File: config.mk
export PLATFORM = sky130hd
export DESIGN_NAME = debug_gate
export DESIGN_NICKNAME = d
export VERILOG_FILES = /design/src/common/soc_bus_pkg.sv /design/src/hw/debug_gate.sv
export SDC_FILE = /design/constraint.sdc
export NUM_CORES = 1
export LEC_CHECK = 0
export BUFFER_PORTS_ARGS = -buffer_cell sky130_fd_sc_hd__buf_2
export CORE_AREA = 4 4 41 43
export CTS_BUF_LIST = sky130_fd_sc_hd__clkbuf_8
export DETAILED_ROUTE_END_ITERATION = 6
export DIE_AREA = 0 0 45 47
export PLACE_DENSITY = 0.53
export SLEW_MARGIN = 10
export SYNTH_ARGS = -nofsm -noshare
export SYNTH_HDL_FRONTEND = slang
export SYNTH_SLANG_ARGS = --single-unit
File: constraint.sdc
create_clock -name clk_i -period 2.28 [get_ports clk_i]
set_clock_uncertainty 0.15 [all_clocks]
set_input_delay 0.228 -clock clk_i [delete_from_list [all_inputs] [get_ports clk_i]]
set_output_delay 0.228 -clock clk_i [all_outputs]
set_load 0.005 [all_outputs]
File: src/common/soc_bus_pkg.sv
package soc_bus_pkg;

  // --------------------------------------------------------------------
  // Bus widths and types
  // --------------------------------------------------------------------
  localparam int unsigned AddrWidth = 32;
  localparam int unsigned DataWidth = 64;
  localparam int unsigned StrbWidth = DataWidth / 8;

  typedef logic [AddrWidth-1:0] addr_t;
  typedef logic [DataWidth-1:0] data_t;
  typedef logic [StrbWidth-1:0] be_t;

  // Same encoding as the AXI response field
  typedef enum logic [1:0] {
    RESP_OKAY   = 2'b00,
    RESP_SLVERR = 2'b10,
    RESP_DECERR = 2'b11
  } resp_e;

  // Read word returned by the stub region
  localparam data_t ErrReadData = data_t'(32'hdeadbeef);

  // --------------------------------------------------------------------
  // Reset and debug timing
  // --------------------------------------------------------------------
  // Boot code gets this many cycles before a debug halt
  localparam int unsigned DebugDelayCycles = 500;
  localparam int unsigned DebugCntWidth    = $clog2(DebugDelayCycles + 1);

  localparam int unsigned RstSyncStages = 2;

endpackage

File: src/hw/debug_gate.sv
`timescale 1ns/1ps

module debug_gate
  import soc_bus_pkg::*;
(
  input  logic clk_i,
  input  logic rst_ni,
  input  logic debug_req_i,
  output logic debug_req_o
);

  logic [DebugCntWidth-1:0] cnt_d;
  logic [DebugCntWidth-1:0] cnt_q;
  logic                     window_done;

  assign window_done = (cnt_q == '0);

  // Count down and stick at zero
  assign cnt_d = window_done ? cnt_q : cnt_q - 1'b1;

  always_ff @(posedge clk_i or negedge rst_ni) begin
    if (!rst_ni) begin
      cnt_q <= DebugCntWidth'(DebugDelayCycles);
    end else begin
      cnt_q <= cnt_d;
    end
  end

  // Request held off while boot code runs
  assign debug_req_o = window_done & debug_req_i;

endmodule

Word-level counts from Yosys, hierarchy flattened

Cells that the tools add are included.

Bits of input ports: 3
Output and inout bits: 1
Logic and storage cells: 4
Register bits after elaboration: 9

Add/subtract/negate cells: 1
Reductions and logical operators: 1
Bitwise gates (word level): 1

Operators by type and width:

| kind                                              | number |
|---|---|
| zero test 9 bit                                   | 1 |
| subtractor 9 x 1 -> 9 bit (second input constant) | 1 |
| AND 1 bit                                         | 1 |

Longest topological paths before layout

Gate-level depths: netlist (run 1).

Depth in word-level cells: 2
Gate-level depth with buffers: 5
Mapped depth without buffers: 5

Worst setup path after synthesis (run 1)

Ideal clock, no wire load.

Kind: register -> output
Start point: register cnt_q[3]
End point: output debug_req_o
Path slack: 0.431 ns
Path buffers: 0
Arrival: 1.471 ns
Data required time: 1.902 ns
Stages on the path, launching flop included: 4
Path through: dfrtp_1 -> or4_4 -> nor4_4 -> and2_2

Word-level cells in the longest chain between the ends: 2

Ends and longest elaborated chain:

| item                   | line             | text |
|---|---|---|
| start, declared        | debug_gate.sv:13 | `logic [DebugCntWidth-1:0] cnt_q;` |
| start signal, assigned | debug_gate.sv:23 | `cnt_q <= DebugCntWidth'(DebugDelayCycles);` |
| start signal, assigned | debug_gate.sv:25 | `cnt_q <= cnt_d;` |
| zero test 9 bit        | debug_gate.sv:16 | `assign window_done = (cnt_q == '0);` |
| AND 1 bit              | debug_gate.sv:30 | `assign debug_req_o = window_done & debug_req_i;` |
| end, declared          | debug_gate.sv:9  | `output logic debug_req_o` |

Every way passes these cells.

Final worst setup path (run 1)

Same ends and word-level chain as after synthesis.

==> results of run 1 <==
path summary, 6_finish.rpt:
check / endpoint / cells past startpoint / start
worst max-delay path: debug_req_o / 4 / cnt_q[3]
worst min-delay path: cnt_q[1] / 2 / rst_ni
worst max register to register: cnt_q[1] / 4 / cnt_q[3]
worst min register to register: cnt_q[0] / 1 / cnt_q[0]
max in group asynchronous: cnt_q[8] / 2 / rst_ni
min in group clk_i: cnt_q[0] / 1 / cnt_q[0]
cells in the final DEF, fill, tap and decap left out, drive strengths merged:
| cell | instances |
|---|---|
| and2 | 1 |
| buf | 4 |
| clkbuf | 3 |
| dfrtp | 3 |
| dfstp | 6 |
| dlygate4sd3 | 1 |
| ha | 1 |
| inv | 3 |
| mux2 | 1 |
| mux2i | 1 |
| nand2 | 1 |
| nand2b | 2 |
| nor2 | 2 |
| nor3 | 2 |
| nor4 | 1 |
| o21ai | 6 |
| o21bai | 1 |
| o31a | 1 |
| o31ai | 2 |
| or2 | 2 |
| or3 | 2 |
| or4 | 1 |
| xnor2 | 1 |
where the power goes:
group / switching, mW / internal, mW
logic: 0.00403 / 0.00351
registers: 0 / 0.161
clock network: 0.0609 / 0.117
logic make-up (layout without fill, tap and decap cells):
group / Yosys count / after routing
buffers and inverters: 2 / 11
xor gates and xnor gates: 1 / 1
muxes: 2 / 2
DFF: 9 / 9
and+or+nand+nor: 14 / 14
AOI/OAI and AO/OA: 10 / 10
adders and majority gates: 1 / 1
per-stage QoR:
stage | std cells | hold slack, ns | worst slack (ns)
floorplan | 39 | -0.2176 | 0.4315
global placement | 58 | -0.06436 | 0.4337
detailed placement | 58 | -0.05489 | 0.4250
CTS | 63 | 0.2406 | 0.1739
global route | 63 | 0.2574 | 0.1083
finish | 63 | 0.2297 | 0.1706
area by class of cell:
type / instances / area share [%]
flip-flops and latches: 9 / 43.06
repair buffers: 5 / 6.019
multi-input cells: 28 / 37.73
inverters: 2 / 1.389
clock buffers: 3 / 7.639
well taps: 15 / 3.472
clock inverters: 1 / 0.6944
routing by layer:
metal	routed length, µm	global-route usage (%)	up-vias
li1	-	-	160
met1	365	11.74	148
met2	378	16.95	2
met3	19	2.299	0
met4	0	1.754	0
met5	0	0	-
==> impl_metrics.ini, run 1 <==
[sta]
finalSetupViolCount = 0
tns_ns = 0
period_share_pct = 92.52
hold_viol = 0
fmax_mhz = 474.1
tightest_slew_ns = 0.3095
rsz0062_at_grt = false
relSlewSlack_pct = 79.37
finalMaxSlewViolations = 0
layout_min_cycle_time_ns = 2.109

[worst_hold_path]
hp-class = in2async

[floorplan]
die_y_um = 47
die_x_um = 45
dieArea_um2 = 2115
pin_count = 4
num_rows = 13
start_util_pct = 34.13
fp.coreArea_um2 = 1301

[grt]
grt_start_max_net_pins = 10
antenna_found_initial = 0
grt-ovfl-total = 0
grt_pass1_vias = 343
grt_usage_pct = 9.505
grt_pass1_wl_um = 1504

[worst_setup_path]
r2r_slack_ns = 0.47
critPathSlowestCell = or4_4
crit_path_end_kind = primary output
crit_arrival_ns = 1.73
start_kind = flop
worstPathCellList = or4_4, nor4_4, and2_2, buf_2
critPathTopFamily = simple AND/OR/NAND/NOR gates
cp.required_ns = 1.90
critPathKind = reg2out
critPathBufInv = 1
crit_fanout = 5
max_stage_delay_ns = 0.59

[power_and_ir_drop]
total_power_mw = 0.3463
cellPowerDensity_nw_per_um2 = 640.6
p_leak_nw = 0.2515
vdd_drop_max_mv = 0.2737

[drt]
avgViaCountPerCell = 4.921
wl_per_cell_um = 12.10
drtAntennaViolNets = 0
dr.pass1.iters = 3
drt-total-wl_um = 762
drt_first_iter_violations = 1
vias = 310
drc = 0

[finish]
largest_reg_flops = 9
syn2layout_area_growth_pct = 21.69
design_area_um2 = 540.5
antenna_cells = 0
multi_input_area_um2 = 203.9
top_regs = cnt_q (9)
fillCellCount = 138
drive_gt1_share_pct = 41.67
regArea_um2 = 232.7
final_util_pct = 41.54
top_register = cnt_q
final_nets = 53

[synth]
synth_top_family_by_area = simple AND/OR/NAND/NOR gates
synthMuxAreaShare_pct = 4.789
ys_top_cells_by_area = dfstp_2 (35%), dfrtp_1 (17%), o21ai_0 (6.8%)
synthSimpleGateAreaFrac_pct = 22.25
ys_ff_latch = 9
yosys.area.top_type = dfstp_2
synth_edf_count = 0
synth_xor_area_share_pct = 1.972
async_reset_ff_share_pct = 100.0
yosysWarnings = 0
synthCells = 39
synth_compound_area_share_pct = 14.08
ys_types = 20
yosysSeqAreaShare_pct = 52.39
synth_fa_ha_area_share_pct = 2.817
synth_fp_nets = 43
yosys_most_used_dff = dfstp_2
synth_common_cells = dfstp_2 (6), o21ai_0 (6), dfrtp_1 (3)
netlist.area_leader.share_pct = 35.49
avgSynthCellArea_um2 = 11.39
synth_area_um2 = 444.2

[placement]
place.gp.congestion = 0.6526
hpwlAfterDp_um = 596.3
port-buffer-count = 3
post_dp_cell_area_um2 = 485.5

[cts]
cts-root-buf = clkbuf_8
cts_setup_buffers = 0
cts-resized-gates = 0
h-tree-depth = 1
path_clk_slew_ns = 0.05
cts-buffers-inserted = 3
cts_sinks = 9
cts_tree = yes
cts_hold_buf = 1
clock_latency_ns = 0.23
cts_buffer_depth = 2

[job]
maxCapViolations = 0

[outcome]
status = complete, no violations
(Power assumes the default switching activity.)
==> run 2, diff against run 1 <==
==> constraint.sdc (replaced) <==
create_clock -name clk_i -period 2.28 [get_ports clk_i]
set_clock_uncertainty 0.15 [all_clocks]
set_input_delay 0.228 -clock clk_i [delete_from_list [all_inputs] [get_ports clk_i]]
set_output_delay 0.228 -clock clk_i [all_outputs]
set_load 0.02 [all_outputs]
==> run 2 against run 1 <==
Against the previous run: total power up 1.3%; first-iteration DRC count rose to 8.0 times the previous value; design area unchanged; die area unchanged.
==> impl_metrics.ini, run 2 (synthesis gave the netlist of run 1 again) <==
[outcome]
status = complete, no violations

[placement]
hpwlAfterDp_um = 653.4
pre_cts_slack_ns = 0.3262
place.gp.congestion = 0.6803
port-buffer-count = 3

[finish]
mostFrequentLayoutCells = o21ai_0 (6), dfstp_2 (6)
multi_input_area_um2 = 203.9
top_register = cnt_q
fillCellCount = 137
antenna_cells = 0
regArea_um2 = 232.7
largest_reg_flops = 9
syn2layout_area_growth_pct = 21.69
final_nets = 53
final_util_pct = 41.54
drive_gt1_share_pct = 41.67
top_regs = cnt_q (9)

[cts]
cts_buffer_depth = 2
path_clk_slew_ns = 0.05
cts_tree = yes
h-tree-depth = 1
clock_latency_ns = 0.23
cts-buffers-inserted = 3
cts_sinks = 9
cts-root-buf = clkbuf_8

[worst_setup_path]
max_stage_delay_ns = 0.59
critPathTopFamily = simple AND/OR/NAND/NOR gates
r2r-end = cnt_q[1]
r2r_cells = 4
r2r_slack_ns = 0.40
critPathKind = reg2out
start_kind = flop
crit_arrival_ns = 1.83
r2r_start = cnt_q[3]
crit_cells = 4
worstPathCellList = or4_4, nor4_4, and2_2, buf_2
crit_fanout = 5
critPathBufInv = 1
critPathSlowestCell = or4_4
cp.required_ns = 1.90
crit_path_end_kind = primary output

[floorplan]
die_x_um = 45
die_y_um = 47
dieArea_um2 = 2115
num_rows = 13
fp.coreArea_um2 = 1301
start_util_pct = 34.13
pin_count = 4

[power_and_ir_drop]
p_leak_nw = 0.2515
total_power_mw = 0.3508
cellPowerDensity_nw_per_um2 = 649.0
vdd_drop_max_mv = 0.4747

[drt]
drt_first_iter_violations = 8
vias = 321
drtAntennaViolNets = 0
avgViaCountPerCell = 5.095
drc = 0
drt-total-wl_um = 853
dr.pass1.iters = 4
wl_per_cell_um = 13.54

[grt]
grt_usage_pct = 10.29
grt_pass1_vias = 341
grt_start_max_net_pins = 10
grt_pass1_wl_um = 1511
antenna_found_initial = 0
grt-ovfl-total = 0

[sta]
finalSetupViolCount = 0
tightest_slew_ns = 0.3138
setup_slack_ns = 0.06965
rsz0062_at_grt = false
relSlewSlack_pct = 79.08
period_share_pct = 96.95
layout_min_cycle_time_ns = 2.210
finalMaxSlewViolations = 0
hold_viol = 0
tns_ns = 0
holdWs_ns = 0.2240
fmax_mhz = 452.4

[job]
maxCapViolations = 0

[worst_hold_path]
hp-class = in2async
## run 2: cell counts in the layout (fill, tap and decap cells not counted)
Identical to the previous run, type by type.
## run 2: area by class of cell
type	count	area share (%)
clock buffers	3	7.639
flip-flops and latches	9	43.06
clock inverters	1	0.6944
inverters	2	1.389
repair buffers	5	6.019
well taps	15	3.472
multi-input cells	28	37.73
## run 2: worst register-to-register path, cell delays in order, from the launching register on
cell and delay, ns:
dfrtp_1 0.41, or4_4 0.59, nor4_4 0.27, buf_4 0.19, mux2i_1 0.19
## run 2: how the worst max path moves through the flow
stage	startpoint	end	slack [ns]
after global routing	cnt_q[3]	debug_req_o	0.02
after detailed placement	cnt_q[3]	debug_req_o	0.33
after floorplan	cnt_q[3]	debug_req_o	0.37
after CTS	cnt_q[3]	debug_req_o	0.06
after global placement	cnt_q[3]	debug_req_o	0.38
final	cnt_q[3]	debug_req_o	0.07
## run 2: timing repair
action | 4_1_cts | 5_1_grt
gates resized for setup | 0 | 0
hold endpoints to repair | 9 | 0
hold buffers | 1 | 0
buffers inserted | 0 | 0
## run 2: report_power, final
group,internal (mW),switching [mW]
clock,0.117,0.0642
combinational,0.00354,0.00495
sequential,0.161,0
## run 2: per-layer routing
metal	vias to the layer above	share of wire, %	GRT usage, %
li1	156	-	-
met1	159	43	11.45
met2	4	53	16.67
met3	2	4.0	4.598
met4	0	0.47	5.263
met5	-	0	0
## run 2: metrics by stage
stage,std cells,cell area (µm²)
global placement,58,485.5
CTS,63,540.5
finish,63,540.5
global route,63,540.5
detailed placement,58,485.5
floorplan,39,444.2
==> run 3, diff against run 2 <==
--- a/config.mk
+++ b/config.mk
@@ -7,7 +7,7 @@
 export LEC_CHECK = 0
 export BUFFER_PORTS_ARGS = -buffer_cell sky130_fd_sc_hd__buf_2
 export CORE_AREA = 4 4 41 43
-export CTS_BUF_LIST = sky130_fd_sc_hd__clkbuf_8
+export CTS_BUF_LIST = sky130_fd_sc_hd__clkbuf_4 sky130_fd_sc_hd__clkbuf_8 sky130_fd_sc_hd__clkbuf_16
 export DETAILED_ROUTE_END_ITERATION = 6
 export DIE_AREA = 0 0 45 47
 export PLACE_DENSITY = 0.53
==> run 3 against run 2 <==
Against the previous run: clock-buffer cell count increased by 1; utilization decreased by 0.58 points; wire length is 1.6% higher; critical path depth stayed put; sequential cell count is the same; sequential share of layout area is 0.61 points higher; critical path type unchanged.
==> impl_metrics.ini, run 3 (synthesis gave the netlist of run 1 again) <==
[outcome]
status = complete, no violations

[worst_hold_path]
hp-class = in2async

[placement]
hpwlAfterDp_um = 653.4
port-buffer-count = 3
pre_cts_slack_ns = 0.3262
post_dp_cell_area_um2 = 485.5
place.gp.congestion = 0.6803

[cts]
cts_sinks = 9
cts_buffer_depth = 2
cts-root-buf = clkbuf_4
cts-buffers-inserted = 3
h-tree-depth = 1
cts_tree = yes
clock_latency_ns = 0.26
path_clk_slew_ns = 0.06

[drt]
drc = 0
vias = 328
drt_first_iter_violations = 4
dr.pass1.iters = 4
drtAntennaViolNets = 0
avgViaCountPerCell = 5.125
wl_per_cell_um = 13.55
drt-total-wl_um = 867

[sta]
finalMaxSlewViolations = 0
tightest_slew_ns = 0.3176
hold_viol = 0
finalSetupViolCount = 0
period_share_pct = 97.77
setup_slack_ns = 0.05075
relSlewSlack_pct = 78.82
fmax_mhz = 448.6
layout_min_cycle_time_ns = 2.229
tns_ns = 0

[floorplan]
fp.coreArea_um2 = 1301
die_x_um = 45
dieArea_um2 = 2115
pin_count = 4
start_util_pct = 34.13
num_rows = 13
die_y_um = 47

[worst_setup_path]
r2r_slack_ns = 0.42
crit_path_start = cnt_q[3]
r2r_start = cnt_q[3]
crit_fanout = 5
cp.required_ns = 1.90
crit_path_end_kind = primary output
critPathKind = reg2out
start_kind = flop
crit_arrival_ns = 1.85

[power_and_ir_drop]
cellPowerDensity_nw_per_um2 = 568.1
vdd_drop_max_mv = 0.3610
total_power_mw = 0.3028
p_leak_nw = 0.2484

[finish]
final_nets = 54
top_register = cnt_q
mostFrequentLayoutCells = o21ai_0 (6), dfstp_2 (6), clkbuf_4 (4)
syn2layout_area_growth_pct = 20.00
antenna_cells = 0
fillCellCount = 137
drive_gt1_share_pct = 44.90
largest_reg_flops = 9
design_area_um2 = 533.0
top_regs = cnt_q (9)

[grt]
grt_pass1_wl_um = 1490
grt-ovfl-total = 0
grt_pass1_vias = 337
grt_usage_pct = 9.968
antenna_found_initial = 0
grt_start_max_net_pins = 10

[job]
maxCapViolations = 0
-- run 3: area by class of cell --
type / count / area [µm²] / area share, %
Inverter: 2 / 7.507 / 1.408
Sequential cell: 9 / 232.7 / 43.66
Multi-Input combinational cell: 28 / 203.9 / 38.26
Clock buffer: 4 / 30.03 / 5.634
Tap cell: 15 / 18.77 / 3.521
Timing Repair Buffer: 6 / 40.04 / 7.512
-- run 3: worst max-delay path: stages, from the launching register on --
cell and delay [ns]:
dfrtp_1 0.41, or4_4 0.59, nor4_4 0.26, and2_2 0.18
buf_2 0.15
-- run 3: power by group --
part | total (mW) | internal [mW] | switching (mW) | leakage [nW]
registers | 0.160 | 0.160 | 0 | 0.104
clock network | 0.134 | 0.0793 | 0.0547 | 0.0184
logic | 0.00850 | 0.00354 | 0.00496 | 0.126
total | 0.303 | 0.243 | 0.0597 | 0.248
-- run 3: layer usage --
layer  track usage, %  vias up  share of wire [%]
met5                0        -                  0
met4            3.509        0                  0
met3            4.598        0                4.6
met2            16.95        8                 52
met1            10.98      161                 43
li1                 -      159                  -
-- run 3: per-stage QoR --
stage                     hold WS, ns  std cells  util, %
final                          0.1946         64    40.96
after global routing           0.2152         64    40.96
after CTS                      0.2058         63    40.38
after detailed placement     -0.06139         58    37.31
after global placement       -0.06888         58    37.31
after floorplan               -0.2176         39        -
-- run 3: what timing repair did --
item,CTS,global route
endpoints found under the hold margin,9,0
hold buffers,1,0
setup buffers,0,1
resized for setup,0,0
endpoints found under the setup margin,0,1
-- run 3: path summary, 6_finish.rpt --
path                          endpoint  depth (start not counted)
max                        debug_req_o                          4
min                           cnt_q[0]                          2
max reg2reg                   cnt_q[1]                          4
min reg2reg                   cnt_q[0]                          1
max in group asynchronous     cnt_q[6]                          2
min in group clk_i            cnt_q[0]                          1
