[src/hw/mem/boot.hex]
// Boot ROM image: one 64-bit word per line, word index 0 to 15
0002829300000297
0000011300000093
0182829300000193
0182b02300010137
f140257300028067
0005846300000597
0000006f10500073
00c5b28300053283
00d5b0230055b023
fff2829300100313
0001050300628463
0083031300000013
00a3202300001537
0000000000000073
cafe0000f00d0001
b007c0de5eed0002

[src/common/soc_bus_pkg.sv]
package soc_bus_pkg;

  // --------------------------------------------------------------------
  // Bus widths and types
  // --------------------------------------------------------------------
  localparam int unsigned AddrWidth = 32;
  localparam int unsigned DataWidth = 64;
  localparam int unsigned StrbWidth = DataWidth / 8;

  typedef logic [AddrWidth-1:0] addr_t;
  typedef logic [DataWidth-1:0] data_t;
  typedef logic [StrbWidth-1:0] be_t;

  // Same encoding as the AXI response field
  typedef enum logic [1:0] {
    RESP_OKAY   = 2'b00,
    RESP_SLVERR = 2'b10,
    RESP_DECERR = 2'b11
  } resp_e;

  // Read word returned by the stub region
  localparam data_t ErrReadData = data_t'(32'hdeadbeef);

  // --------------------------------------------------------------------
  // Reset and debug timing
  // --------------------------------------------------------------------
  // Boot code gets this many cycles before a debug halt
  localparam int unsigned DebugDelayCycles = 500;
  localparam int unsigned DebugCntWidth    = $clog2(DebugDelayCycles + 1);

  localparam int unsigned RstSyncStages = 2;

endpackage

[src/common/soc_map_pkg.sv]
package soc_map_pkg;

  import soc_bus_pkg::*;

  // --------------------------------------------------------------------
  // Slaves and address rules
  // --------------------------------------------------------------------
  typedef enum logic [1:0] {
    SLV_ROM  = 2'd0,
    SLV_DRAM = 2'd1,
    SLV_STUB = 2'd2
  } slave_idx_e;

  localparam int unsigned NrSlaves = 3;

  // Start inclusive, end exclusive
  typedef struct packed {
    slave_idx_e idx;
    addr_t      start_addr;
    addr_t      end_addr;
  } addr_rule_t;

  localparam addr_t RomBase    = 32'h0001_0000;
  localparam addr_t RomLength  = 32'h80;
  localparam addr_t DramBase   = 32'h8000_0000;
  localparam addr_t DramLength = 32'h1000;
  // GPIO window, answered by the stub
  localparam addr_t StubBase   = 32'h4000_0000;
  localparam addr_t StubLength = 32'h1000;

  localparam addr_rule_t AddrMap [NrSlaves] = '{
    '{idx: SLV_ROM,  start_addr: RomBase,  end_addr: RomBase + RomLength},
    '{idx: SLV_DRAM, start_addr: DramBase, end_addr: DramBase + DramLength},
    '{idx: SLV_STUB, start_addr: StubBase, end_addr: StubBase + StubLength}
  };

  // --------------------------------------------------------------------
  // Memories
  // --------------------------------------------------------------------
  localparam int unsigned RomWords     = 16;
  localparam int unsigned DramWords    = 512;
  localparam int unsigned WordOffset   = 3;
  localparam int unsigned RomIdxWidth  = $clog2(RomWords);
  localparam int unsigned DramIdxWidth = $clog2(DramWords);

  // Relative to the simulation working directory
  localparam string BootFile = "/design/src/hw/mem/boot.hex";

endpackage

[src/hw/interconnect/addr_decode.sv]
`timescale 1ns/1ps

module addr_decode
  import soc_bus_pkg::*;
  import soc_map_pkg::*;
(
  input  addr_t      addr_i,
  output logic       hit_o,
  output slave_idx_e idx_o
);

  // Regions do not overlap, so the first match is the only one
  always_comb begin
    hit_o = 1'b0;
    idx_o = SLV_ROM;
    for (int unsigned i = 0; i < NrSlaves; i++) begin
      if (!hit_o && addr_i >= AddrMap[i].start_addr &&
          addr_i < AddrMap[i].end_addr) begin
        hit_o = 1'b1;
        idx_o = AddrMap[i].idx;
      end
    end
  end

endmodule

[src/hw/interconnect/bus_demux.sv]
`timescale 1ns/1ps

module bus_demux
  import soc_bus_pkg::*;
  import soc_map_pkg::*;
(
  input  logic                    clk_i,
  input  logic                    rst_ni,
  input  logic                    bus_req_i,
  input  logic                    bus_we_i,
  input  addr_t                   bus_addr_i,
  input  be_t                     bus_be_i,
  input  data_t                   bus_wdata_i,
  output logic                    bus_rvalid_o,
  output data_t                   bus_rdata_o,
  output resp_e                   bus_resp_o,
  output logic                    rom_req_o,
  output logic                    dram_req_o,
  output logic                    mem_we_o,
  output logic [DramIdxWidth-1:0] mem_word_o,
  output be_t                     mem_be_o,
  output data_t                   mem_wdata_o,
  input  data_t                   rom_rdata_i,
  input  data_t                   dram_rdata_i
);

  logic       dec_hit;
  slave_idx_e dec_idx;
  addr_t      offset;
  resp_e      resp_d;

  logic       valid_q;
  slave_idx_e idx_q;
  logic       we_q;
  resp_e      resp_q;

  addr_decode i_addr_decode (
    .addr_i ( bus_addr_i ),
    .hit_o  ( dec_hit    ),
    .idx_o  ( dec_idx    )
  );

  // --------------------------------------------------------------------
  // Request side
  // --------------------------------------------------------------------
  // No memory access while the subsystem is held in reset
  assign rom_req_o  = rst_ni & bus_req_i & dec_hit & (dec_idx == SLV_ROM);
  assign dram_req_o = rst_ni & bus_req_i & dec_hit & (dec_idx == SLV_DRAM);

  // Word index relative to the region base
  assign offset      = bus_addr_i - AddrMap[dec_idx].start_addr;
  assign mem_word_o  = offset[WordOffset +: DramIdxWidth];
  assign mem_we_o    = bus_we_i;
  assign mem_be_o    = bus_be_i;
  assign mem_wdata_o = bus_wdata_i;

  always_comb begin
    if (!dec_hit) begin
      resp_d = RESP_DECERR;
    end else if (dec_idx == SLV_STUB) begin
      resp_d = RESP_SLVERR;
    end else begin
      resp_d = RESP_OKAY;
    end
  end

  // --------------------------------------------------------------------
  // Response side
  // --------------------------------------------------------------------
  always_ff @(posedge clk_i or negedge rst_ni) begin
    if (!rst_ni) begin
      valid_q <= 1'b0;
      idx_q   <= SLV_ROM;
      we_q    <= 1'b0;
      resp_q  <= RESP_OKAY;
    end else begin
      valid_q <= bus_req_i;
      if (bus_req_i) begin
        idx_q  <= dec_idx;
        we_q   <= bus_we_i;
        resp_q <= resp_d;
      end
    end
  end

  // Memories return data in this cycle, errors are answered here
  always_comb begin
    bus_rdata_o = '0;
    if (!we_q && resp_q != RESP_DECERR) begin
      case (idx_q)
        SLV_ROM:  bus_rdata_o = rom_rdata_i;
        SLV_DRAM: bus_rdata_o = dram_rdata_i;
        default:  bus_rdata_o = ErrReadData;
      endcase
    end
  end

  assign bus_rvalid_o = valid_q;
  assign bus_resp_o   = resp_q;

endmodule

[config.mk]
export PLATFORM = sky130hd
export DESIGN_NAME = bus_demux
export DESIGN_NICKNAME = d
export VERILOG_FILES = /design/src/common/soc_bus_pkg.sv /design/src/common/soc_map_pkg.sv /design/src/hw/interconnect/addr_decode.sv /design/src/hw/interconnect/bus_demux.sv
export SDC_FILE = /design/constraint.sdc
export NUM_CORES = 1
export LEC_CHECK = 0
export BUFFER_PORTS_ARGS = -buffer_cell sky130_fd_sc_hd__buf_2
export CORE_AREA = 2 2 151 153
export DETAILED_ROUTE_END_ITERATION = 10
export DIE_AREA = 0 0 153 155
export GPL_TIMING_DRIVEN = 0
export PLACE_DENSITY_LB_ADDON = 0.08
export SETUP_SLACK_MARGIN = 0.02
export SYNTH_ARGS = -nofsm -noshare
export SYNTH_HDL_FRONTEND = slang
export SYNTH_SLANG_ARGS = --single-unit
[constraint.sdc]
create_clock -name clk_i -period 3.84 [get_ports clk_i]
set_clock_uncertainty 0.1 [all_clocks]
set_input_delay 0.576 -clock clk_i [delete_from_list [all_inputs] [get_ports clk_i]]
set_output_delay 0.576 -clock clk_i [all_outputs]
set_load 0.02 [all_outputs]
Yosys cells after proc, flatten, opt, wreduce, memory -nomap -nowiden
Cells that the tools add are included.
{ "totals": {"output_inout_bits": 151, "wordCells": 44, "input_bits": 236, "regBits": 6} }
{ "classes": {"reduce_logical": 11, "n_eq_ne": 4, "bitwise_logic": 5, "mux": 12, "n_lt_le_gt_ge": 7, "add_sub_neg": 1} }
{ "ops": {"columns": ["operator", "n"], "rows": [
  ["66-bit binary-select mux with 2-bit select", 1],
  ["64-bit one-hot mux with 2 select lines", 1],
  ["44-bit 2-to-1 mux", 2],
  ["64-bit 2-to-1 mux", 1],
  ["32-bit by 17-bit greater-or-equal comparator with 1-bit output (second input constant)", 1],
  ["32-bit by 31-bit greater-or-equal comparator with 1-bit output (second input constant)", 1],
  ["32-bit greater-or-equal comparator (second input constant)", 1],
  ["32-bit by 17-bit < comparator with 1-bit output (second input constant)", 1],
  ["32-bit by 31-bit < comparator with 1-bit output (second input constant)", 1],
  ["32-bit < comparator (second input constant)", 1],
  ["12-bit subtractor", 1],
  ["1-bit logical AND", 6],
  ["2-bit 2-to-1 mux", 3],
  ["1-bit bitwise AND", 4],
  ["2-bit by 1-bit equality test with 1-bit output (second input constant)", 2],
  ["2-bit zero test", 2],
  ["1-bit 2-to-1 mux", 4],
  ["3-bit greater-or-equal comparator (second input constant)", 1],
  ["1-bit zero test", 3],
  ["2-bit inverter with 3-bit output", 1],
  ["2-bit equality test (second input constant)", 1],
  ["2-bit != test (second input constant)", 1]
]} }

Depth between registers and ports, before layout
Gate-level depths: netlist of the first run.
{ "depth": {"ltp_word": 16, "ltp_mapped": 5, "mapped_depth_nobuf": 4} }

By module
A second synthesis of the first run with hierarchy kept.
{ "hier_totals": {"cells_unflattened": 263, "hier_area_um2": 2097.0} }
{ "modules_own_cells": {"columns": ["module", "cells_per_inst", "seq_area_each_um2", "n_inst", "area_each_um2"], "rows": [
  ["bus_demux", 246, 150.1, 1, 1968.1],
  ["addr_decode", 17, 0.0, 1, 128.9]
]} }

Worst setup path before layout of the first run
No wires, ideal clock.
{ "synth_path": {"path_type": "input-to-output", "start": "input bus_addr_i[30]", "end": "output rom_req_o", "slack_ps": 1554, "t_arrival_ps": 1610, "n_path_buf": 0, "required_ps": 3164, "path_stages": 3, "path_cell_list": "or4_1 nor3_1 and4_1"} }
{ "synth_between": {"elab_chain_len": 13, "elab_cells_between_ends": 21, "classes_between": "order compare: 6; mux: 5; bitwise: 2; reduce/logical: 8"} }
{ "synth_rtl": {"columns": ["element", "line_no", "text"], "rows": [
  ["from (decl)", "bus_demux.sv:11", "input addr_t bus_addr_i,"],
  ["32-bit by 17-bit greater-or-equal comparator with 1-bit output / 32-bit by 17-bit < comparator with 1-bit output (equally long branches)", "addr_decode.sv:17, addr_decode.sv:18", null],
  ["1-bit logical AND", "addr_decode.sv:17", "if (!hit_o && addr_i >= AddrMap[i].start_addr &&"],
  ["1-bit 2-to-1 mux", "addr_decode.sv:17", null],
  ["1-bit zero test", "addr_decode.sv:17", null],
  ["1-bit logical AND (2 in series)", "addr_decode.sv:17", null],
  ["1-bit 2-to-1 mux", "addr_decode.sv:17", null],
  ["1-bit zero test", "addr_decode.sv:17", null],
  ["1-bit logical AND (2 in series)", "addr_decode.sv:17", null],
  ["1-bit 2-to-1 mux / 2-bit 2-to-1 mux (equally long branches)", "addr_decode.sv:17", null],
  ["1-bit bitwise AND / 2-bit zero test (equally long branches)", "bus_demux.sv:47", "assign rom_req_o = rst_ni & bus_req_i & dec_hit & (dec_idx == SLV_ROM);"],
  ["1-bit bitwise AND (*)", "bus_demux.sv:47", null],
  ["to (decl)", "bus_demux.sv:17", "output logic rom_req_o,"]
]} }
Every way passes the cells marked *; elsewhere a longest branch is shown, timed or not.

Worst setup path in the final report of the first run
{ "layout_path": {"start": "register resp_q[0], in the netlist bus_resp_o[0]", "end": "output bus_rdata_o[43]"} }
{ "layout_between": {"elab_chain_len": 3} }
{ "layout_rtl": {"columns": ["element", "line_no", "text"], "rows": [
  ["from (decl)", "bus_demux.sv:35", "resp_e resp_q;"],
  ["from (signal assigned)", "bus_demux.sv:81", "resp_q <= resp_d;"],
  ["2-bit != test", "bus_demux.sv:89", "if (!we_q && resp_q != RESP_DECERR) begin"],
  ["1-bit logical AND", "bus_demux.sv:89", null],
  ["64-bit 2-to-1 mux", "bus_demux.sv:89", null],
  ["to (decl)", "bus_demux.sv:15", "output data_t bus_rdata_o,"]
]} }
Every way passes these cells.

==> impl_results.md, run 1 <==
- Post-cts gate resize count: 0
- Grt ovf: 0
- LEAKAGE: 2.136 nW
- Reg2reg start: idx_q[0]
- Setup violations, final: 0
- Count of cell types in the netlist: 29
- Largest net degree at the start of global routing: 11
- CP Max Fanout: 10
- Synth cell count leaders: buf_4, nor2_1, mux2i_1, nor2b_1, a211oi_1
- Main flop type after synthesis: dfrtp_1
- H-tree depth: 1
- Initial antenna violation count: 3
- Status: finished, final reports clean
- Max-slew headroom: 0.6268
- Min Tclk post-route: 2.710 ns
- Die Ht: 155 um
- WL final: 10960 um
- Top post-synthesis cells by area: buf_4, mux2i_1, nor2_1, a211oi_1, nor2b_1
- Max Cap Viol: 0
- Mapped Area: 0.001993 mm2
- Routed via count: 2990
- DRC errors left: 0
- Global-route wire length before repair: 15290 um
- Initial Util: 0.08967
- Die area: 0.02372 mm2
- Clock sink count: 6
- Avg WL per Cell: 12.39 um
- Final Hold Fails: 0
- Number of instances in the placed design: 879
- Drt first pass iters: 4
- Post-synth EDFFs: 0
- Gate count after technology mapping: 287
- Slew @ Worst Pin: 0.5598 ns
- Layout cells sized above 1: 0.6633
- Die width: 153 um
- CTS Root Buffer Type: clkbuf_16
- Seq cells post-synth: 6
- Vias per cell: 3.382
- Post-route antenna net violation count: 0
- Multi-input combinational cell area: 0.001174 mm2
- Max Freq: 369.1 MHz
- Reg clk slew, reported paths: 0.03 ns
- Worst-skew pair later-pin latency: 0.23 ns
- Syn_area_per_cell: 6.945 um2
- Standard-cell row count: 55
- Area Overhead vs Synth: 99.00%
- Reg2Reg Depth: 4
- Final-stage net count: 835
- Fillers: 2568
- Pwr Total: 0.0005155 W
- Clk buf depth: 2
- Most instantiated library cell after synthesis: buf_4
- Initial DRC count: 76
- GR Util All Layers: 0.07999
- GP Congestion: 0.7268
- Sequential area share after synthesis: 0.07533
- DPL Wire Length: 9822 um
- FF/Latch Area: 150.1 um2
- FF-to-FF setup slack: 2.11 ns
- Unrepaired setup endpoints after global routing: no
- Number of global-route vias before repair: 2897
- Post-Layout Cell Count: 884
- Period utilization: 0.7056
- CP startpoint kind: flop
- Final number of max-transition violations: 0
- Synth area leader: buf_4
- Setup TNS: 0 ns
- Reg2Reg Capture Point: idx_q[0]
- Synthesis Warnings: 0
- Data arrival, critical path: 2.03 ns
- Power Dens Cells: 130.0 mW/mm2
- TritonCTS Buffers: 3
- Worst EP required: 3.16 ns
- Core Region: 0.02223 mm2
- Crit Path Class: reg -> out
- CTS tree: built
- Share of the synthesized area in the top cell type: 0.2750
- Async SR Flop Fraction: 1.000
- Syn nets: 523
- Min-delay worst type: in -> async
- Hold-fix buffers at CTS: 0
- Buffers on Ports: 307
- IO Pins: 387
- Place WS: 1.219 ns
- Setup repair bufs after CTS: 0
- Setup ws final: 1.130 ns
- Peak VDD IR: 91.12 uV
- Critical path capture point type: output port
-- layer usage --
metal | vias to the layer above | wire [um] | part of all wire | global-route usage
met5 | - | 13 | 0.0012 | 0
li1 | 1506 | - | - | -
met3 | 6 | 971 | 0.089 | 0.01894
met2 | 188 | 5904 | 0.54 | 0.1602
met1 | 1288 | 4009 | 0.37 | 0.08602
met4 | 2 | 58 | 0.0053 | 0.01235
-- worst max path at each step --
stage	start	endpoint	slack (ns)	cells past startpoint
finish	bus_resp_o[0]	bus_rdata_o[43]	1.13	6
global route	idx_q[0]	bus_rdata_o[18]	0.86	6
CTS	idx_q[0]	bus_rdata_o[18]	0.97	6
detailed placement	idx_q[0]	bus_rdata_o[18]	1.22	6
global placement	idx_q[0]	bus_rdata_o[18]	1.23	6
floorplan	bus_addr_i[30]	rom_req_o	1.55	3
-- sequential cells by signal, indices dropped and copies added, names as in the netlist --
| register | cells |
|---|---|
| we_q | 1 |
| idx_q | 2 |
| bus_rvalid_o | 1 |
| bus_resp_o | 2 |
-- layout make-up --
type                       instances  area share
antenna                            2    0.001262
buffer                           102      0.1678
clock buffer                       3     0.01893
inverter                           1   0.0009464
multi-input combinational        178      0.2959
sequential                         6     0.03785
tap                              285     0.08991
timing repair buffer             307      0.3874
-- critical path, stage by stage, from the launching register on --
cell and delay (ns):
dfrtp_1 0.38, a21o_1 0.30, or2_2 0.31, clkbuf_1 0.15, clkbuf_1 0.25, nor2_1 0.21, buf_2 0.20
-- where the power goes --
| part | switching (W) | internal (W) |
|---|---|---|
| Sequential | 0.000000651 | 0.0000652 |
| Combinational | 0.000125 | 0.000157 |
| Clock | 0.0000348 | 0.000134 |
| Total | 0.000160 | 0.000356 |
-- cell usage in the layout, fill, tap and decap left out, types with 2 or more instances in the layout --
master       n
nand2_1      3
mux2i_1     40
nor3_1       3
dfrtp_1      6
nor2_1      65
diode_2      2
clkbuf_1    22
buf_2      314
clkbuf_16    3
buf_4       73
nor2b_1     25
a211oi_1    24
-- through the flow --
stage	hold slack [ns]	utilization	area, um2
final	0.08199	0.1784	3966
after global routing	0.09332	0.1782	3961
after CTS	0.08801	0.1782	3961
after detailed placement	0.3295	0.1748	3886
after global placement	0.3417	0.1748	3886
after floorplan	0.1804	-	1993
-- cells by family after synthesis --
logic type             synth area share
AO/OA/AOI/OAI                    0.1193
buffers and inverters            0.3358
flip-flops                      0.07533
multiplexers                     0.2065
AND/OR/NAND/NOR                  0.2630
No activity file was read; power rests on OpenSTA's default activity.
==> inputs of run 2 (changes only) <==
Settings changed: CORE_AREA 2 2 151 153 to 2 2 150 152, DIE_AREA 0 0 153 155 to 0 0 152 154.
Clock period 3.84 ns to 2.3 ns, I/O delays scaled along.
==> run 2 against run 1 <==
Worst setup slack worse by 0.99 ns. Global-route usage up 0.67 points. Non-clock buffer count up 2. Core utilization up 0.95 points. Sequential power up 67%. Sequential cell count unchanged. Hold slack better by 0.15 ns. Register-to-register slack worse by 1.2 ns. Wire length up 3.7%. Largest power group unchanged. Highest routed layer is now met4.
==> impl_results.md, run 2 (synthesis results as in run 1) <==
- Critical path capture point type: output port
- Grt met3 use: 0.01466 (-0.004285)
- Number of instances in the placed design: 874 (-0.57%)
- Core Region: 0.02169 mm2 (-2.4%)
- Post-route antenna net violation count: 0 (unchanged)
- Number of global-route vias before repair: 3043 (+5.0%)
- Initial antenna violation count: 0 (-3)
- Busiest grt layer: met2
- DRC errors left: 0 (unchanged)
- Initial Util: 0.09190 (+0.002230)
- CP startpoint kind: flop
- Antenna Cells: 0 (-2)
- Final-stage net count: 837 (+0.24%)
- Buffers on Ports: 307 (unchanged)
- Cell Area, Placed: 0.003880 mm2 (-0.16%)
- Grt ovf: 0 (unchanged)
- Met1 usage: 0.09188 (+0.005864)
- Die area: 0.02341 mm2 (-1.3%)
- Status: finished, final reports clean
- CP Max Fanout: 10 (unchanged)
- Crit path buf inv count: 4 (+1)
- Hold slack final: 0.2278 ns (+0.1458 ns)
- CP max stage cell: dfrtp_1
- Min Tclk post-route: 2.164 ns
- Global-route wire length before repair: 16390 um (+7.2%)
- CP peak stage delay: 0.39 ns (about the same)
- Slew @ Worst Pin: 0.5930 ns (+0.03323 ns)
- IO Pins: 387 (unchanged)
- Crit Path Class: reg -> out
- Max Freq: 462.2 MHz
- Final Hold Fails: 0 (unchanged)
- Peak VDD IR: 133.6 uV (+47%)
- DPL Wire Length: 10070 um (+2.5%)
- CTS Root Buffer Type: clkbuf_16
- GR Util All Layers: 0.08670 (+0.006715)
- Max Cap Viol: 0 (unchanged)
- Final Cell Area: 0.004075 mm2 (+2.7%)
- Most frequent cells in the layout: buf_2, buf_4, nor2_1
- Min-delay worst type: in -> reg
- Avg WL per Cell: 12.92 um (+4.2%)
- Max-slew headroom: 0.6047 (-0.02215)
- Setup ws final: 0.1362 ns (-0.9942 ns)
- Worst-skew pair later-pin latency: 0.23 ns (about the same)
- Initial DRC count: 85 (+12%)
- Vias per cell: 3.446 (+1.9%)
- WL final: 11360 um (+3.7%)
- Setup violations, final: 0 (unchanged)
- Drt first pass iters: 4 (unchanged)
- TritonCTS Buffers: 3 (unchanged)
- Data arrival, critical path: 1.72 ns (-0.31 ns)
- Clk buf depth: 2 (unchanged)
- Unrepaired setup endpoints after global routing: no
- Most frequent CP cell: buf_4
- Die Ht: 154 um (-0.65%)
- CTS tree: built
- Period utilization: 0.9408
- Area Overhead vs Synth: 104.5%
- Layout cells sized above 1: 0.6828 (+0.01949)
- Crit path cell chain: a21o_4 > buf_4 > buf_4 > clkbuf_1 > nor2_1 > buf_2
- LEAKAGE: 2.172 nW (+1.7%)
- Standard-cell row count: 54 (-1.8%)
- GP Congestion: 0.7538 (+3.7%)
- Final number of max-transition violations: 0 (unchanged)
- Power Dens Cells: 211.6 mW/mm2 (+63%)
- Largest net degree at the start of global routing: 11 (unchanged)
- H-tree depth: 1 (unchanged)
- Die width: 152 um (-0.65%)
- Place WS: -0.07037 ns (-1.290 ns)
- Reg clk slew, reported paths: 0.03 ns (about the same)
- CP top delay family: buffers and inverters
- Routed via count: 3029 (+1.3%)
- Global-route track usage on met2: 0.1785 (+0.01831)
- Clock sink count: 6 (unchanged)
- Commonest non-fill, non-tap cell in the layout: buf_2
- Post-Layout Cell Count: 879 (-0.57%)
- Worst EP required: 1.86 ns (-1.30 ns)
- Final core occ: 0.1879 (+0.009456)
[run 2: cell types whose count changed in the layout (fill, tap and decap cells not counted), moves of 2 or more]
cell and change:
clkbuf_1 -9, clkbuf_2 +2, diode_2 -2, clkbuf_4 +2, buf_2 -22, buf_4 +27
[run 2: metrics by stage]
step,setup TNS (ns),total power [W]
floorplan,0,0.0003731
global placement,-0.03325,0.0005844
detailed placement,-0.1003,0.0005867
CTS,0,0.0008759
global route,0,0.0009140
finish,0,0.0008621
[run 2: report_power, final]
| group | total, W | switching [W] | internal, W |
|---|---|---|---|
| clock | 0.000279 | 0.0000565 | 0.000223 |
| combinational | 0.000472 | 0.000209 | 0.000263 |
| sequential | 0.000110 | 0.00000140 | 0.000109 |
[run 2: layout make-up]
type | count | area (um2)
Timing Repair Buffer | 311 | 1607
Sequential cell | 6 | 150.1
Buffer | 100 | 700.7
Tap cell | 280 | 350.3
Inverter | 1 | 3.754
Fill cell | 2510 | 17610
Clock buffer | 3 | 75.07
Multi-Input combinational cell | 178 | 1189
[run 2: worst paths after layout]
kind	start	to	slack [ns]	cells past startpoint
max reg2reg	idx_q[0]	idx_q[0]	0.91	4
min reg2reg	we_q	we_q	0.43	1
min	bus_req_i	bus_rvalid_o	0.23	1
min in group asynchronous	rst_ni	bus_rvalid_o	0.40	2
max in group asynchronous	rst_ni	idx_q[1]	1.53	2
max	bus_resp_o[1]	bus_rdata_o[5]	0.14	6
[run 2: worst register-to-register path: stages (launching register included)]
cell	delay, ns
dfrtp_1	0.35
clkbuf_4	0.19
buf_6	0.18
clkbuf_4	0.22
a22o_1	0.24
[run 2: routing by layer]
layer,wire (um),up-vias
met5,0,-
met4,104,0
met3,802,8
met2,6312,188
met1,4137,1327
li1,-,1506
[run 2: repair_timing]
action                                 CTS  global route
buffers inserted                         3             0
endpoints found under the hold margin    6             0
setup endpoints to repair               64            46
resized for setup                       26            17
hold buffers                             1             0
pin swaps                                1             0
==> inputs of run 3 (changes only) <==
Settings changed: ABC_AREA set to 1, CORE_AREA 2 2 150 152 to 2 2 152 154, DIE_AREA 0 0 152 154 to 0 0 154 156.
==> run 3 against run 2 <==
Global-route usage fell by 0.40 points. Sequential power rose by 4%. Cell area fell by 0.77%. Cell count rose by 9.3%. Power rose by 33%. Register-to-register slack improved by 0.57 ns. First-iteration DRC count rose by 18%. Non-clock buffer count fell by 3. Sequential share of layout area barely moved. Critical path type is now in -> out.
==> impl_results.md, run 3 <==
- Buffers on Ports: 307 (unchanged)
- Reg2Reg Capture Point: idx_q[1]
- CP Max Fanout: 7 (-3)
- Final-stage net count: 914 (+9.2%)
- Initial antenna violation count: 3 (+3)
- Most frequent cells in the layout: buf_2, nand2_1, buf_4
- Reg2reg start: idx_q[1]
- Die Ht: 156 um (+1.3%)
- H-tree depth: 1 (unchanged)
- Clk buf depth: 2 (unchanged)
- Worst EP required: 1.86 ns (about the same)
- Setup violations, final: 0 (unchanged)
- Syn_area_per_cell: 5.653 um2 (-19%)
- Seq cells post-synth: 6 (unchanged)
- Count of cell types in the netlist: 22 (-24%)
- Final number of max-transition violations: 0 (unchanged)
- Reg clk slew, reported paths: 0.03 ns (about the same)
- Setup TNS: 0 ns (unchanged)
- Peak VDD IR: 244.9 uV (+83%)
- Mapped Area: 0.002063 mm2 (+3.5%)
- Post-Layout Cell Count: 961 (+9.3%)
- Max Cap Viol: 0 (unchanged)
- Clock sink count: 6 (unchanged)
- DPL Wire Length: 10170 um (+1.0%)
- Async SR Flop Fraction: 1.000 (unchanged)
- Die area: 0.02402 mm2 (+2.6%)
- Most frequent CP cell: buf_2
- CTS Root Buffer Type: clkbuf_16
- Die width: 154 um (+1.3%)
- Syn nets: 601 (+15%)
- WHS Endpoint: bus_rvalid_o
- Vias per cell: 3.466 (+0.59%)
- GP Congestion: 0.7758 (+2.9%)
- CP startpoint kind: input port
- Min-delay worst type: in -> reg
- Final core occ: 0.1808 (-0.007086)
- CP max stage cell: dlygate4sd3_1
- Setup repair bufs after CTS: 0 (-3)
- Standard-cell row count: 55 (+1.9%)
- Most instantiated library cell after synthesis: nand2_1
- Core Region: 0.02237 mm2 (+3.1%)
- Crit path cell chain: dlygate4sd3_1 > buf_2 > inv_1 > nor4_1 > buf_2
- Min Tclk post-route: 2.080 ns (-0.08352 ns)
- Commonest non-fill, non-tap cell in the layout: buf_2
- Area Overhead vs Synth: 96.00%
- Number of global-route vias before repair: 3035 (-0.26%)
- Max-slew headroom: 0.7010 (+0.09638)
- Antenna Cells: 0 (unchanged)
- HP Start: bus_req_i
- Synth cell count leaders: nand2_1, buf_4, nor2_1, a21oi_1
- Final Hold Fails: 0 (unchanged)
- Power Dens Cells: 284.0 mW/mm2 (+34%)
- Synth area leader: buf_4
- Initial Util: 0.09225 (+0.0003514)
- FF-to-FF setup slack: 1.48 ns (+0.57 ns)
- Top post-synthesis cells by area: buf_4, nand2_1, a21oi_1, nor2_1, dfrtp_1
- CP peak stage delay: 0.52 ns (+0.13 ns)
- Slew @ Worst Pin: 0.4484 ns (-0.1446 ns)
- GR Util All Layers: 0.08274 (-0.003965)
- Data arrival, critical path: 1.64 ns (-0.08 ns)
- Gate count after technology mapping: 365 (+27%)
- Main flop type after synthesis: dfrtp_1
- Initial DRC count: 100 (+18%)
- Place WS: 0.1782 ns (+0.2486 ns)
- Setup ws final: 0.2197 ns (+0.08352 ns)
- Grt ovf: 0 (unchanged)
- Routed via count: 3331 (+10%)
- Number of instances in the placed design: 957 (+9.5%)
- Sequential area share after synthesis: 0.07277 (-0.002558)
- Synthesis Warnings: 0 (unchanged)
- Share of the synthesized area in the top cell type: 0.2729 (-0.002060)
- LEAKAGE: 2.367 nW (+9.0%)
- Layout cells sized above 1: 0.6361 (-0.04671)
- Critical path capture point type: output port
- Worst hold path depth: 1 (unchanged)
- Largest net degree at the start of global routing: 11 (unchanged)
- TritonCTS Buffers: 3 (unchanged)
- Status: finished, final reports clean
- Reg2Reg Depth: 2 (-2)
- Avg WL per Cell: 11.96 um (-7.5%)
- DRC errors left: 0 (unchanged)
- WL final: 11490 um (+1.2%)
- Period utilization: 0.9045 (-0.03631)
- IO Pins: 387 (unchanged)
- Worst-skew pair later-pin latency: 0.22 ns (about the same)
- Post-route antenna net violation count: 0 (unchanged)
- Drt first pass iters: 4 (unchanged)
- Global-route wire length before repair: 16160 um (-1.4%)
- Unrepaired setup endpoints after global routing: no
- Max Freq: 480.7 MHz (+4.0%)
- Post-synth EDFFs: 0 (unchanged)
- Crit Path Class: in -> out
- CTS tree: built
[run 3: cell count changes in the layout (fill, tap and decap cells not counted), moves of 11 or more]
cell	change
nand2_1	+97
a211oi_1	-23
a21oi_1	+39
buf_2	+24
inv_1	+13
mux2i_1	-40
buf_4	-25
nor2_1	-12
nor2b_1	-25
nor2_2	+11
nor3_1	+11
[run 3: final cells by class]
type	count	area, um2
plain buffers	100	730.7
clock buffers	3	75.07
fillers	2627	18320
inverters	17	67.56
multi-input cells	242	1117
flip-flops and latches	6	150.1
well taps	285	356.6
repair buffers	308	1546
[run 3: per-stage QoR]
| stage | hold WS [ns] | area, um2 | power (W) |
|---|---|---|---|
| floorplan | -0.05059 | 2063 | 0.0005503 |
| global placement | 0.09588 | 3956 | 0.0008875 |
| detailed placement | 0.09110 | 3956 | 0.0008825 |
| CTS | 0.2354 | 4044 | 0.001169 |
| global route | 0.2495 | 4044 | 0.001228 |
| finish | 0.2361 | 4044 | 0.001148 |
[run 3: per-layer routing]
layer,routed length (um),track usage,share of wire,vias to the layer above
met1,4055,0.09144,0.35,1420
met3,1372,0.02917,0.12,8
met5,27,0,0.0023,-
li1,-,-,-,1685
met4,19,0.005340,0.0017,4
met2,6015,0.1584,0.52,214
[run 3: critical path, delay by kind of cell]
family | cells | cell delay, ns
buffers and inverters | 4 | 1.01
AND/OR/NAND/NOR | 1 | 0.28
[run 3: power by group]
group / switching [W] / total [W] / internal (W)
Combinational: 0.000422 / 0.000757 / 0.000334
Clock: 0.0000551 / 0.000278 / 0.000223
Sequential: 0.00000275 / 0.000114 / 0.000111
Total: 0.000480 / 0.00115 / 0.000668
[run 3: cells by family (layout without fill, tap and decap cells)]
group,Yosys count,in the layout,share of synthesized area
AND/OR/NAND/NOR,199,199,0.4360
buffers and inverters,117,428,0.3869
AO/OA/AOI/OAI,43,43,0.1043
flip-flops,6,6,0.07277
[run 3: how the worst max path moves through the flow]
stage	startpoint	end	depth (start not counted)
final	rst_ni	dram_req_o	5
after floorplan	bus_resp_o[0]	bus_rdata_o[12]	4
after detailed placement	bus_resp_o[1]	bus_rdata_o[9]	5
after CTS	idx_q[1]	bus_rdata_o[17]	5
after global routing	idx_q[1]	bus_rdata_o[17]	5
after global placement	bus_resp_o[0]	bus_rdata_o[45]	5
[run 3: what timing repair did]
action / CTS / global route
gates resized for setup: 1 / 0
endpoints found under the hold margin: 6 / 0
hold buffers: 1 / 0
endpoints found under the setup margin: 17 / 0
